==> config.mk <==
export PLATFORM = sky130hd
export DESIGN_NAME = dcacheTop
export DESIGN_NICKNAME = d
export VERILOG_FILES = /design/src/hw/dcachePkg.sv /design/src/hw/dcacheTop.sv /design/src/hw/dcacheCtrl.sv /design/src/hw/dcacheStore.sv
export VERILOG_INCLUDE_DIRS = /design/src /design/src/hw
export SDC_FILE = /design/constraint.sdc
export NUM_CORES = 1
export LEC_CHECK = 0
export BUFFER_PORTS_ARGS = -buffer_cell sky130_fd_sc_hd__buf_4
export CAP_MARGIN = 20
export CELL_PAD_IN_SITES_DETAIL_PLACEMENT = 2
export CELL_PAD_IN_SITES_GLOBAL_PLACEMENT = 2
export CORE_UTILIZATION = 37
export CTS_BUF_LIST = sky130_fd_sc_hd__clkbuf_8
export CTS_CLUSTER_SIZE = 16
export DETAILED_ROUTE_END_ITERATION = 8
export GPL_ROUTABILITY_DRIVEN = 0
export GPL_TIMING_DRIVEN = 0
export PLACE_DENSITY = 0.67
export SYNTH_ARGS = -nofsm -noshare
export SYNTH_HDL_FRONTEND = slang
export SYNTH_SLANG_ARGS = --single-unit
==> constraint.sdc <==
create_clock -name CLK -period 7.1 [get_ports CLK]
set_input_delay 1.065 -clock CLK [delete_from_list [all_inputs] [get_ports CLK]]
set_output_delay 1.065 -clock CLK [all_outputs]
set_load 0.05 [all_outputs]
==> src/hw/dcache_params.svh <==
// geometry and address field macros for the direct-mapped data cache
`ifndef DCACHE_PARAMS_SVH
`define DCACHE_PARAMS_SVH

// 8 sets of 2-word blocks
`define DC_SETS 8
`define DC_IDX_W 3

// tag is everything above the index
`define DC_TAG_W 26

// data and address word
`define DC_WORD_W 32

// byte address layout
// bits 1:0 byte offset, ignored
`define DC_WSEL_BIT 2
// index starts right above the word select
`define DC_IDX_LSB 3
// tag field is the top DC_TAG_W bits of the word

`endif
==> src/hw/dcachePkg.sv <==
// word, MSI line-state and controller FSM types shared by the data cache
`include "dcache_params.svh"

package dcachePkg;

  // data or address word
  typedef logic [`DC_WORD_W-1:0] memWord;

  // MSI state of one line
  typedef enum logic [1:0] {
    lineInvalid,
    lineShared,
    lineModified
  } lineState;

  typedef enum logic [2:0] {
    stIdle,      // hits, snoop accept, request decode
    stWriteBack, // victim burst before a fill
    stFetch,     // two-beat fill
    stUpgrade,   // shared to modified, no data
    stSnoopWb,   // dirty data out for a snoop
    stFlushScan, // walk the sets on halt
    stFlushWb,   // write one dirty line during flush
    stHalted     // flush done, parked
  } ctrlState;

endpackage

==> src/hw/dcacheTop.sv <==
// data cache top level joining the controller FSM and the storage arrays
`include "dcache_params.svh"

module dcacheTop (
  input  logic              CLK,
  input  logic              rstN,
  input  logic              dmemRen,
  input  logic              dmemWen,
  input  logic              halt,
  input  logic              memWait,
  input  logic              ccWait,
  input  logic              ccInv,
  input  dcachePkg::memWord dmemAddr,
  input  dcachePkg::memWord dmemStore,
  input  dcachePkg::memWord memLoad,
  input  dcachePkg::memWord ccSnoopAddr,
  output dcachePkg::memWord dmemLoad,
  output dcachePkg::memWord memAddr,
  output dcachePkg::memWord memStore,
  output logic              dHit,
  output logic              memRen,
  output logic              memWen,
  output logic              ccTrans,
  output logic              ccWrite,
  output logic              ccDone,
  output logic              flushed
);
  import dcachePkg::*;

  // controller to store
  memWord               lookupAddr;
  logic                 hitValid, tagMatch;
  lineState             lineSt, stNext;
  logic [`DC_TAG_W-1:0] victimTag;
  memWord               rdWord, wrWord;
  logic [`DC_IDX_W-1:0] scanIdx;
  logic                 useScan, wrEn, setTag, stEn;

  dcacheCtrl uCtrl (.*);
  dcacheStore uStore (.*);

  // selected word feeds both the load data and write-back data
  assign dmemLoad = rdWord;
  assign memStore = rdWord;

endmodule

==> src/hw/dcacheCtrl.sv <==
// MSI controller FSM for hits, fills, write-backs, upgrades, snoops and the halt flush
`include "dcache_params.svh"

module dcacheCtrl (
  input  logic                  CLK,
  input  logic                  rstN,
  // datapath side
  input  logic                  dmemRen,
  input  logic                  dmemWen,
  input  dcachePkg::memWord     dmemAddr,
  input  dcachePkg::memWord     dmemStore,
  input  logic                  halt,
  output logic                  dHit,
  output logic                  flushed,
  // memory side
  output logic                  memRen,
  output logic                  memWen,
  output dcachePkg::memWord     memAddr,
  input  dcachePkg::memWord     memLoad,
  input  logic                  memWait,
  // coherence side
  output logic                  ccTrans,
  output logic                  ccWrite,
  output logic                  ccDone,
  input  logic                  ccWait,
  input  logic                  ccInv,
  input  dcachePkg::memWord     ccSnoopAddr,
  // store side
  output dcachePkg::memWord     lookupAddr,
  input  logic                  hitValid,
  input  logic                  tagMatch,
  input  dcachePkg::lineState   lineSt,
  input  logic [`DC_TAG_W-1:0]  victimTag,
  output logic [`DC_IDX_W-1:0]  scanIdx,
  output logic                  useScan,
  output logic                  wrEn,
  output dcachePkg::memWord     wrWord,
  output logic                  setTag,
  output logic                  stEn,
  output dcachePkg::lineState   stNext
);
  import dcachePkg::*;

  ctrlState             state, nextState;
  logic                 beat, nextBeat;       // word within the burst
  logic [`DC_IDX_W-1:0] scanCnt, nextScan;    // flush set counter
  logic                 nextDone;
  logic                 snoopReq;
  logic                 loadHit, storeHit;
  logic                 lastSet;
  logic                 beatDone;
  logic [`DC_IDX_W-1:0] reqIdx;

  assign reqIdx   = dmemAddr[`DC_IDX_LSB +: `DC_IDX_W];
  assign snoopReq = ccWait && !ccDone;   // ccWait still up in the ccDone cycle
  assign loadHit  = dmemRen && hitValid;
  assign storeHit = dmemWen && hitValid && (lineSt == lineModified);
  assign lastSet  = (scanCnt == `DC_IDX_W'(`DC_SETS - 1));
  assign beatDone = !memWait;            // memory took the beat

  // state decodes
  assign dHit    = (state == stIdle) && !ccWait && (loadHit || storeHit);
  assign memRen  = (state == stFetch);
  assign memWen  = (state == stWriteBack) || (state == stSnoopWb) || (state == stFlushWb);
  assign ccTrans = (state == stWriteBack) || (state == stFetch) || (state == stUpgrade);
  assign ccWrite = ccTrans && dmemWen;   // store wants the line exclusive
  assign flushed = (state == stHalted);
  assign useScan = (state == stFlushScan) || (state == stFlushWb);
  assign scanIdx = scanCnt;

  // store lookup address
  always_comb
  begin
    lookupAddr = {dmemAddr[`DC_WORD_W-1:`DC_IDX_LSB], beat, 2'b00};
    if (state == stIdle)
      lookupAddr = ccWait ? ccSnoopAddr : dmemAddr;   // snoop probe has priority
    else if (state == stSnoopWb)
      lookupAddr = {ccSnoopAddr[`DC_WORD_W-1:`DC_IDX_LSB], beat, 2'b00};
    else if (useScan)
      lookupAddr = {{(`DC_WORD_W - 3){1'b0}}, beat, 2'b00};   // index from scanIdx
  end

  // memory address, victim bursts rebuild from the resident tag
  always_comb
  begin
    case (state)
      stWriteBack: memAddr = {victimTag, reqIdx, beat, 2'b00};
      stFlushWb:   memAddr = {victimTag, scanCnt, beat, 2'b00};
      default:     memAddr = lookupAddr;
    endcase
  end

  always_comb
  begin
    nextState = state;
    nextBeat  = beat;
    nextScan  = scanCnt;
    nextDone  = 1'b0;
    wrEn      = 1'b0;
    wrWord    = dmemStore;
    setTag    = 1'b0;
    stEn      = 1'b0;
    stNext    = lineInvalid;
    case (state)
      stIdle:
      begin
        nextBeat = 1'b0;
        if (ccWait)
        begin
          if (snoopReq)
          begin
            if (hitValid && (lineSt == lineModified))
              nextState = stSnoopWb;
            else
            begin
              stEn     = ccInv && hitValid;   // drop a clean copy on invalidate
              nextDone = 1'b1;
            end
          end
        end
        else if (dmemRen || dmemWen)
        begin
          if (loadHit || storeHit)
            wrEn = dmemWen;                   // store hit lands now
          else if (dmemWen && tagMatch && (lineSt == lineShared))
            nextState = stUpgrade;
          else if (lineSt == lineModified)
            nextState = stWriteBack;          // dirty victim first
          else
            nextState = stFetch;
        end
        else if (halt)
          nextState = stFlushScan;
      end
      stWriteBack:
        if (beatDone)
        begin
          nextBeat = !beat;
          if (beat)
          begin
            stEn      = 1'b1;                 // victim now invalid
            nextState = stFetch;
          end
        end
      stFetch:
        if (beatDone)
        begin
          wrEn     = 1'b1;
          wrWord   = memLoad;
          nextBeat = !beat;
          if (beat)
          begin
            setTag    = 1'b1;
            stEn      = 1'b1;
            stNext    = dmemWen ? lineModified : lineShared;
            nextState = stIdle;               // hit follows next cycle
          end
        end
      stUpgrade:
        if (beatDone)
        begin
          stEn      = 1'b1;
          stNext    = lineModified;
          nextState = stIdle;
        end
      stSnoopWb:
        if (beatDone)
        begin
          nextBeat = !beat;
          if (beat)
          begin
            stEn      = 1'b1;
            stNext    = ccInv ? lineInvalid : lineShared;
            nextDone  = 1'b1;
            nextState = stIdle;
          end
        end
      stFlushScan:
        if (lineSt == lineModified)
          nextState = stFlushWb;
        else if (lastSet)
          nextState = stHalted;
        else
          nextScan = scanCnt + 1'b1;
      stFlushWb:
        if (beatDone)
        begin
          nextBeat = !beat;
          if (beat)
          begin
            stEn   = 1'b1;
            stNext = lineShared;              // memory now holds the data
            if (lastSet)
              nextState = stHalted;
            else
            begin
              nextScan  = scanCnt + 1'b1;
              nextState = stFlushScan;
            end
          end
        end
      stHalted:
        nextState = stHalted;                 // only reset leaves
      default:
        nextState = stIdle;
    endcase
  end

  always_ff @(posedge CLK or negedge rstN)
  begin
    if (!rstN)
    begin
      state   <= stIdle;
      beat    <= 1'b0;
      scanCnt <= '0;
      ccDone  <= 1'b0;
    end
    else
    begin
      state   <= nextState;
      beat    <= nextBeat;
      scanCnt <= nextScan;
      ccDone  <= nextDone;    // one-cycle pulse
    end
  end

endmodule

==> src/hw/dcacheStore.sv <==
// tag, line-state and data arrays with one lookup port and registered write ports
`include "dcache_params.svh"

module dcacheStore (
  input  logic                  CLK,
  input  logic                  rstN,
  input  dcachePkg::memWord     lookupAddr,
  output logic                  hitValid,
  output logic                  tagMatch,
  output dcachePkg::lineState   lineSt,
  output logic [`DC_TAG_W-1:0]  victimTag,
  output dcachePkg::memWord     rdWord,
  input  logic [`DC_IDX_W-1:0]  scanIdx,
  input  logic                  useScan,
  input  logic                  wrEn,
  input  dcachePkg::memWord     wrWord,
  input  logic                  setTag,
  input  logic                  stEn,
  input  dcachePkg::lineState   stNext
);
  import dcachePkg::*;

  logic [`DC_TAG_W-1:0] tagArr [`DC_SETS];
  lineState             stArr [`DC_SETS];
  memWord               dataArr [`DC_SETS][2];

  logic [`DC_IDX_W-1:0] idx;
  logic                 wsel;
  logic [`DC_TAG_W-1:0] reqTag;

  // flush walks sets by counter, everything else by address
  assign idx    = useScan ? scanIdx : lookupAddr[`DC_IDX_LSB +: `DC_IDX_W];
  assign wsel   = lookupAddr[`DC_WSEL_BIT];
  assign reqTag = lookupAddr[`DC_WORD_W-1 -: `DC_TAG_W];

  // lookup, all combinational
  assign lineSt    = stArr[idx];
  assign victimTag = tagArr[idx];     // resident tag, used for write-back address
  assign tagMatch  = (tagArr[idx] == reqTag);
  assign hitValid  = tagMatch && (stArr[idx] != lineInvalid);
  assign rdWord    = dataArr[idx][wsel];

  // line states, reset leaves all lines invalid
  always_ff @(posedge CLK or negedge rstN)
  begin
    if (!rstN)
    begin
      for (int i = 0; i < `DC_SETS; i++)
        stArr[i] <= lineInvalid;
    end
    else if (stEn)
    begin
      stArr[idx] <= stNext;
    end
  end

  // tags and data
  always_ff @(posedge CLK)
  begin
    if (setTag)
      tagArr[idx] <= reqTag;  // installed on the last fill beat
    if (wrEn)
      dataArr[idx][wsel] <= wrWord;
  end

endmodule

==> results of run 1 <==
## layout make-up
| cell class | count | area (um2) | share of cell area |
|---|---|---|---|
| Clock inverter | 96 | 533 | 0.0137 |
| Multi-Input combinational cell | 1295 | 8680 | 0.223 |
| Sequential cell | 744 | 22200 | 0.571 |
| Clock buffer | 135 | 1860 | 0.0478 |
| Antenna cell | 2 | 5.00 | 0.000129 |
| Inverter | 31 | 116 | 0.00299 |
| Tap cell | 1134 | 1420 | 0.0365 |
| Timing Repair Buffer | 315 | 3090 | 0.0794 |
| Buffer | 176 | 986 | 0.0253 |
## worst register-to-register path: cells and delay by family, from the launching register on
kind                   cells  cell delay (ps)
flip-flops                 1              350
AND/OR/NAND/NOR            7             2840
buffers and inverters      5             1350
AO/OA/AOI/OAI              4             2070
## logic make-up (layout without fill, tap and decap cells)
family,after synthesis,in the layout,share of synthesized area
compound gates,642,642,0.147
xor+xnor,17,17,0.00470
fa+ha+maj,3,3,0.00111
buf+inv,208,753,0.0320
flops,744,744,0.702
mux,82,82,0.0293
other cells,0,2,0
simple gates,551,551,0.0833
## metrics by stage
step / hold slack, ps / utilization / TNS (ps)
final: 152 / 0.463 / 0
after global routing: 139 / 0.463 / -185
after CTS: 110 / 0.462 / 0
after detailed placement: 501 / 0.432 / -282290
after global placement: 478 / 0.414 / -2146150
after floorplan: 466 / - / 0
## state kept, by name (all words and copies together), names as in the netlist
register and cells:
uCtrl.beat 1, uCtrl.ccDone 1, uCtrl.scanIdx 3, uCtrl.state 3, uStore.dataArr 512, uStore.stArr 16, uStore.tagArr 208
## cell usage after synthesis, types with 14 or more instances
master,instances,share of area
buf_2,23,0.0036
and3_1,22,0.0043
o221ai_1,20,0.0055
nand3_1,43,0.0068
clkbuf_1,88,0.010
a31oi_1,15,0.0030
or3_1,19,0.0038
a221o_1,27,0.0085
dfrtp_1,24,0.019
inv_1,31,0.0037
edfxtp_1,720,0.68
o22ai_1,23,0.0045
a221oi_1,45,0.012
buf_1,20,0.0024
buf_4,38,0.0090
o311ai_0,16,0.0044
nor3_1,33,0.0052
nand2_1,293,0.035
o211ai_1,22,0.0052
a222oi_1,14,0.0044
nor2_1,63,0.0075
mux2i_1,34,0.011
a22oi_1,60,0.014
a21oi_1,161,0.025
mux2_2,44,0.016
a211oi_1,32,0.0076
o21ai_0,89,0.014
## layer usage
metal	vias up	GRT usage	part of all wire
met5	-	0	0.00038
met1	12700	0.387	0.39
met3	310	0.0523	0.071
li1	9798	-	-
met2	1224	0.532	0.50
met4	2	0.130	0.041
## worst paths after layout
kind                            startpoint               endpoint  slack [ps]
max                         uCtrl.state[2]                   dHit          10
min                                   rstN         uCtrl.state[1]         150
max reg2reg                 uCtrl.state[2]  uStore.dataArr[3][31]         150
min reg2reg                uStore.stArr[3]        uStore.stArr[3]         510
max in group asynchronous             rstN        uStore.stArr[5]        6620
min in group CLK           uStore.stArr[3]        uStore.stArr[3]         510
## where the power goes
group | leakage [uW] | internal (uW) | total [uW] | switching, uW
logic | 0.00548 | 3090 | 11300 | 8180
clock network | 0.00136 | 1830 | 3760 | 1930
registers | 0.00673 | 5270 | 5350 | 72.0
total | 0.0136 | 10200 | 20400 | 10200
## repair_timing
item                                    CTS  global route
gates resized for setup                  63            31
setup buffers                             3             0
pin swaps                                 1             1
endpoints found under the setup margin  354            21
==> impl_metrics.yaml, run 1 <==
global_routing:
  grt_start_max_net_pins: 25
  grt_pass1_vias: 25500
  antenna_found_initial: 3
  gr-total-overflow: 0
  grt_pass1_wl_mm: 189
  grtUsageTotal: 0.310
clock_tree:
  tritoncts: "yes"
  cts.path.max_buffers: 3
  clock_sinks: 744
  htreeDepth: 4
  clk_pin_slew_ps: 70
  numCtsBuffers: 134
  cts-root-buf: "clkbuf_8"
  clock_latency_ps: 820
  holdBufCountCts: 0
placed_design:
  dp_cells: 3692
  dp_slack_ps: -1070
  dp.final_hpwl_mm: 94.9
  postPlaceCellArea_um2: 36300
  portBuffers: 238
sta:
  max_clock_freq_ghz: 0.141
  period_share: 0.998
  worst_pin_slew_ps: 1360
  hold_viol: 0
  fin_ws_ps: 11.4
  rsz0062_at_grt: "true"
  period_needed_ps: 7090
  slew_viol_final: 0
  slew_headroom: 0.0961
  finClkSkew_ps: 51.7
  setup_viol: 0
detailed_routing:
  antenna_left: 0
  num_vias: 24000
  drt-vias-per-instance: 6.12
  drc: 0
  drt_iter0_markers: 2491
  first_pass_iters: 6
  wire_per_inst_um: 34.5
  wirelength_mm: 136
finish:
  design_area_um2: 38900
  final_common_cell: "edfxtp_1"
  n_fill_cell: 8208
  area_delta_synth_final_pct: 23.0
  nets: 2835
  fin_cells: 3928
  most-common-layout-cells: "edfxtp_1 (720), nand2_1 (291), buf_4 (284)"
  drive_above_1_share: 0.259
synth:
  synthArstFlopShare: 0.0323
  ys.flop_type: "edfxtp_1"
  synthCells: 2247
  seq_area_frac_synth: 0.702
  syn_area_um2: 31600
  synth_cell_types: 95
  yosys_warnings: 0
  synth-seq-cells: 744
  synth_edf_count: 720
  postSynthNetCount: 2385
  syn_area_per_cell_um2: 14.1
worst_setup_path:
  path_max_fanout: 10
  cp_slowest_cell: "o32ai_4"
  cp.arrival_ps: 6020
  cp.required_ps: 6030
  cp_top_family: "simple AND/OR/NAND/NOR gates"
  cp_cell_sequence: "buf_4, nand2_1, o32ai_4, nor2_4, clkbuf_2, nand2_2, o221ai_1, or3_1, a2111oi_1, nand4_1, or3_1, nor3_1, buf_4"
  path_class: "flip-flop to primary output"
  startpoint_type: "flip-flop"
  crit_path_max_incr_delay_ps: 660
  r2r_cells: 16
  endpoint_kind: "primary output"
  crit_buf_inv: 3
  path_depth: 13
worst_hold_path:
  hp-class: "input port to async pin"
floorplan:
  start_util: 0.376
  fp.coreArea_um2: 84100
  io_pins: 239
  dieArea_um2: 86700
  rows: 106
  die_w_um: 294
  die_y_um: 294
power:
  powerDensity_nw_per_um2: 524
  vdd_drop_max_mv: 0.557
  leakage_uw: 0.0136
  power_uw: 20400
run:
  cap_violations: 0
status:
  status: "finished clean"
No activity file was read; power rests on OpenSTA's default activity.
==> run 2: changes to the inputs <==
--- a/config.mk
+++ b/config.mk
@@ -6,6 +6,7 @@
 export SDC_FILE = /design/constraint.sdc
 export NUM_CORES = 1
 export LEC_CHECK = 0
+export ABC_AREA = 1
 export BUFFER_PORTS_ARGS = -buffer_cell sky130_fd_sc_hd__buf_4
 export CAP_MARGIN = 20
 export CELL_PAD_IN_SITES_DETAIL_PLACEMENT = 2
@@ -16,7 +17,7 @@
 export DETAILED_ROUTE_END_ITERATION = 8
 export GPL_ROUTABILITY_DRIVEN = 0
 export GPL_TIMING_DRIVEN = 0
-export PLACE_DENSITY = 0.67
+export PLACE_DENSITY = 0.7
 export SYNTH_ARGS = -nofsm -noshare
 export SYNTH_HDL_FRONTEND = slang
 export SYNTH_SLANG_ARGS = --single-unit
==> run 2 against run 1 <==
  * Sequential cell count unchanged
  * Sequential power about the same
  * Area after synthesis decreased by 1.2%
  * Routed wire length decreased by 8.3%
  * Critical endpoint is now memStore[28]
  * Largest cell class unchanged
==> impl_metrics.yaml, run 2 <==
worst_setup_path:
  reg2reg_slack_ps: 1020
  r2r_cells: 22
  cp_cell_sequence: "buf_2, nand2_2, nand2_2, nor2_4, nand2_2, nand2_4, inv_2, buf_4, buf_2, nand2_1, inv_2, buf_1, nand2_1, nand4_1, a2111oi_0, a31oi_1, buf_4, buf_4"
  r2r_end: "uStore.dataArr[7][56]"
  endpoint_kind: "primary output"
  reg2reg_from: "uCtrl.state[0]"
  crit_buf_inv: 8
  startpoint_type: "flip-flop"
  path_class: "flip-flop to primary output"
  cp_slowest_cell: "buf_1"
  cp.arrival_ps: 6000
  cp.required_ps: 6030
  cp_top_family: "buffers and inverters"
  path_max_fanout: 10
  crit_path_max_incr_delay_ps: 850
placed_design:
  dp_slack_ps: 96.7
  portBuffers: 238
  dp.final_hpwl_mm: 84.8
detailed_routing:
  first_pass_iters: 5
  drt_iter0_markers: 1720
  drt-vias-per-instance: 5.44
  wl_met2_mm: 63.8
  antenna_left: 0
  num_vias: 23300
  drc: 0
  top_layer: "met4"
  wirelength_mm: 124
  wire_per_inst_um: 29.0
  dr_wl_met3_mm: 6.39
  m1WireLength_mm: 49.6
synth:
  synth_cell_types: 46
  synth_top_area_cell: "edfxtp_1"
  yosysTopAreaCellShare: 0.691
  seq_area_frac_synth: 0.710
  synthArstFlopShare: 0.0323
  ys.flop_type: "edfxtp_1"
  synth-seq-cells: 744
  syn_area_um2: 31300
  yosys-top-cells-area: "edfxtp_1 (69%), nand2_1 (11%), inv_1 (2.0%), dfrtp_1 (1.9%), nand3_1 (1.4%)"
  synth_edf_count: 720
  synth_most_common_cell: "nand2_1"
  synthCells: 2651
  yosys_warnings: 0
  syn_area_per_cell_um2: 11.8
  synthTopCellsByCount: "nand2_1 (913), edfxtp_1 (720), inv_1 (169), nand3_1 (86), nor2_1 (80)"
  postSynthNetCount: 2789
global_routing:
  antenna_found_initial: 1
  grt_pass1_wl_mm: 178
  grtUsageTotal: 0.291
  gr-total-overflow: 0
  grt_start_max_net_pins: 25
  grt_pass1_vias: 25800
clock_tree:
  cts-root-buf: "clkbuf_8"
  post-cts-setup-buffer-count: 0
  clock_latency_ps: 810
  tritoncts: "yes"
  htreeDepth: 4
  numCtsBuffers: 136
  clock_sinks: 744
  cts.path.max_buffers: 3
  clk_pin_slew_ps: 60
finish:
  most-common-layout-cells: "nand2_1 (911), edfxtp_1 (720), buf_4 (279)"
  largest_register_ffs: 512
  nets: 3193
  multi_input_area_um2: 7680
  final_common_cell: "nand2_1"
  register_area_um2: 22200
  fin_util: 0.451
  top_register: "uStore.dataArr"
  n_fill_cell: 8485
  area_delta_synth_final_pct: 20.8
  reg.largest.list: "uStore.dataArr: 512 flops, uStore.tagArr: 208 flops, uStore.stArr: 16 flops"
  drive_above_1_share: 0.194
sta:
  period_needed_ps: 7060
  whs_ps: 217
  fin_tns_setup_ps: 0
  hold_viol: 0
  slew_viol_final: 0
  worst_pin_slew_ps: 1210
  max_clock_freq_ghz: 0.142
  setup_viol: 0
  finClkSkew_ps: 41.2
  period_share: 0.995
  fin_ws_ps: 37.5
  rsz0062_at_grt: "true"
  slew_headroom: 0.197
power:
  powerDensity_nw_per_um2: 535
  vdd_drop_max_mv: 0.655
  leakage_uw: 0.0146
status:
  status: "finished clean"
floorplan:
  start_util: 0.374
  io_pins: 239
  fp.coreArea_um2: 83700
  die_y_um: 293
  rows: 106
  dieArea_um2: 85700
  die_w_um: 293
worst_hold_path:
  hp-class: "input port to async pin"
run:
  cap_violations: 0
==> run 2: worst max path at each step <==
stage | start | to | cells after the start
2_1_floorplan | ccWait | memStore[29] | 15
3_3_place_gp | ccWait | uStore.dataArr[5][2] | 23
3_5_place_dp | ccWait | memStore[27] | 16
4_1_cts | uCtrl.state[0] | memStore[28] | 18
5_1_grt | uCtrl.state[0] | memStore[28] | 18
6_report | uCtrl.state[0] | memStore[28] | 18
==> run 2: metal layers <==
metal | vias up | track usage
met5 | - | 0
met4 | 0 | 0.116
met1 | 12200 | 0.352
met3 | 237 | 0.0433
met2 | 818 | 0.519
li1 | 10100 | -
==> run 2: power by group <==
group	switching [uW]	internal (uW)
Combinational	8220	2870
Sequential	53.5	5290
Clock	1900	1900
==> run 2: cell type report <==
class                   instances  area share
flip-flops and latches        744       0.588
multi-input cells            1553       0.203
repair buffers                267      0.0633
clock buffers                 141      0.0514
well taps                    1134      0.0376
plain buffers                 154      0.0228
inverters                     199      0.0198
clock inverters                97      0.0134
diodes                          2    0.000132
==> run 2: timing repair <==
item / 4_1_cts / 5_1_grt
pin swaps: 0 / 0
hold buffers: 0 / 0
gates cloned: 0 / 0
resized for setup: 11 / 18
endpoints found under the setup margin: 16 / 22
==> run 2: worst reg2reg max path: cells and delay by family (launching register included) <==
family	cells	cell delay, ps
AND/OR/NAND/NOR	15	3560
buffers and inverters	6	1560
flip-flops	1	320
AO/OA/AOI/OAI	1	320
==> run 2: cell families (layout without fill, tap and decap cells) <==
family	after synthesis	count (layout)	share of synthesized area
other cells	0	2	0
xor+xnor	1	1	0.000280
compound gates	354	354	0.0787
simple gates	1196	1196	0.159
buf+inv	354	858	0.0508
fa+ha+maj	2	2	0.000800
flops	744	744	0.710
==> run 2: metrics by stage <==
stage / instance area, um2 / total power (uW) / instances
3_5_place_dp: 35300 / 16500 / 4052
5_1_grt: 37800 / 21100 / 4290
3_3_place_gp: 34500 / 16000 / 4023
2_1_floorplan: 31300 / 12200 / 2651
4_1_cts: 37700 / 20300 / 4289
6_report: 37800 / 20200 / 4291
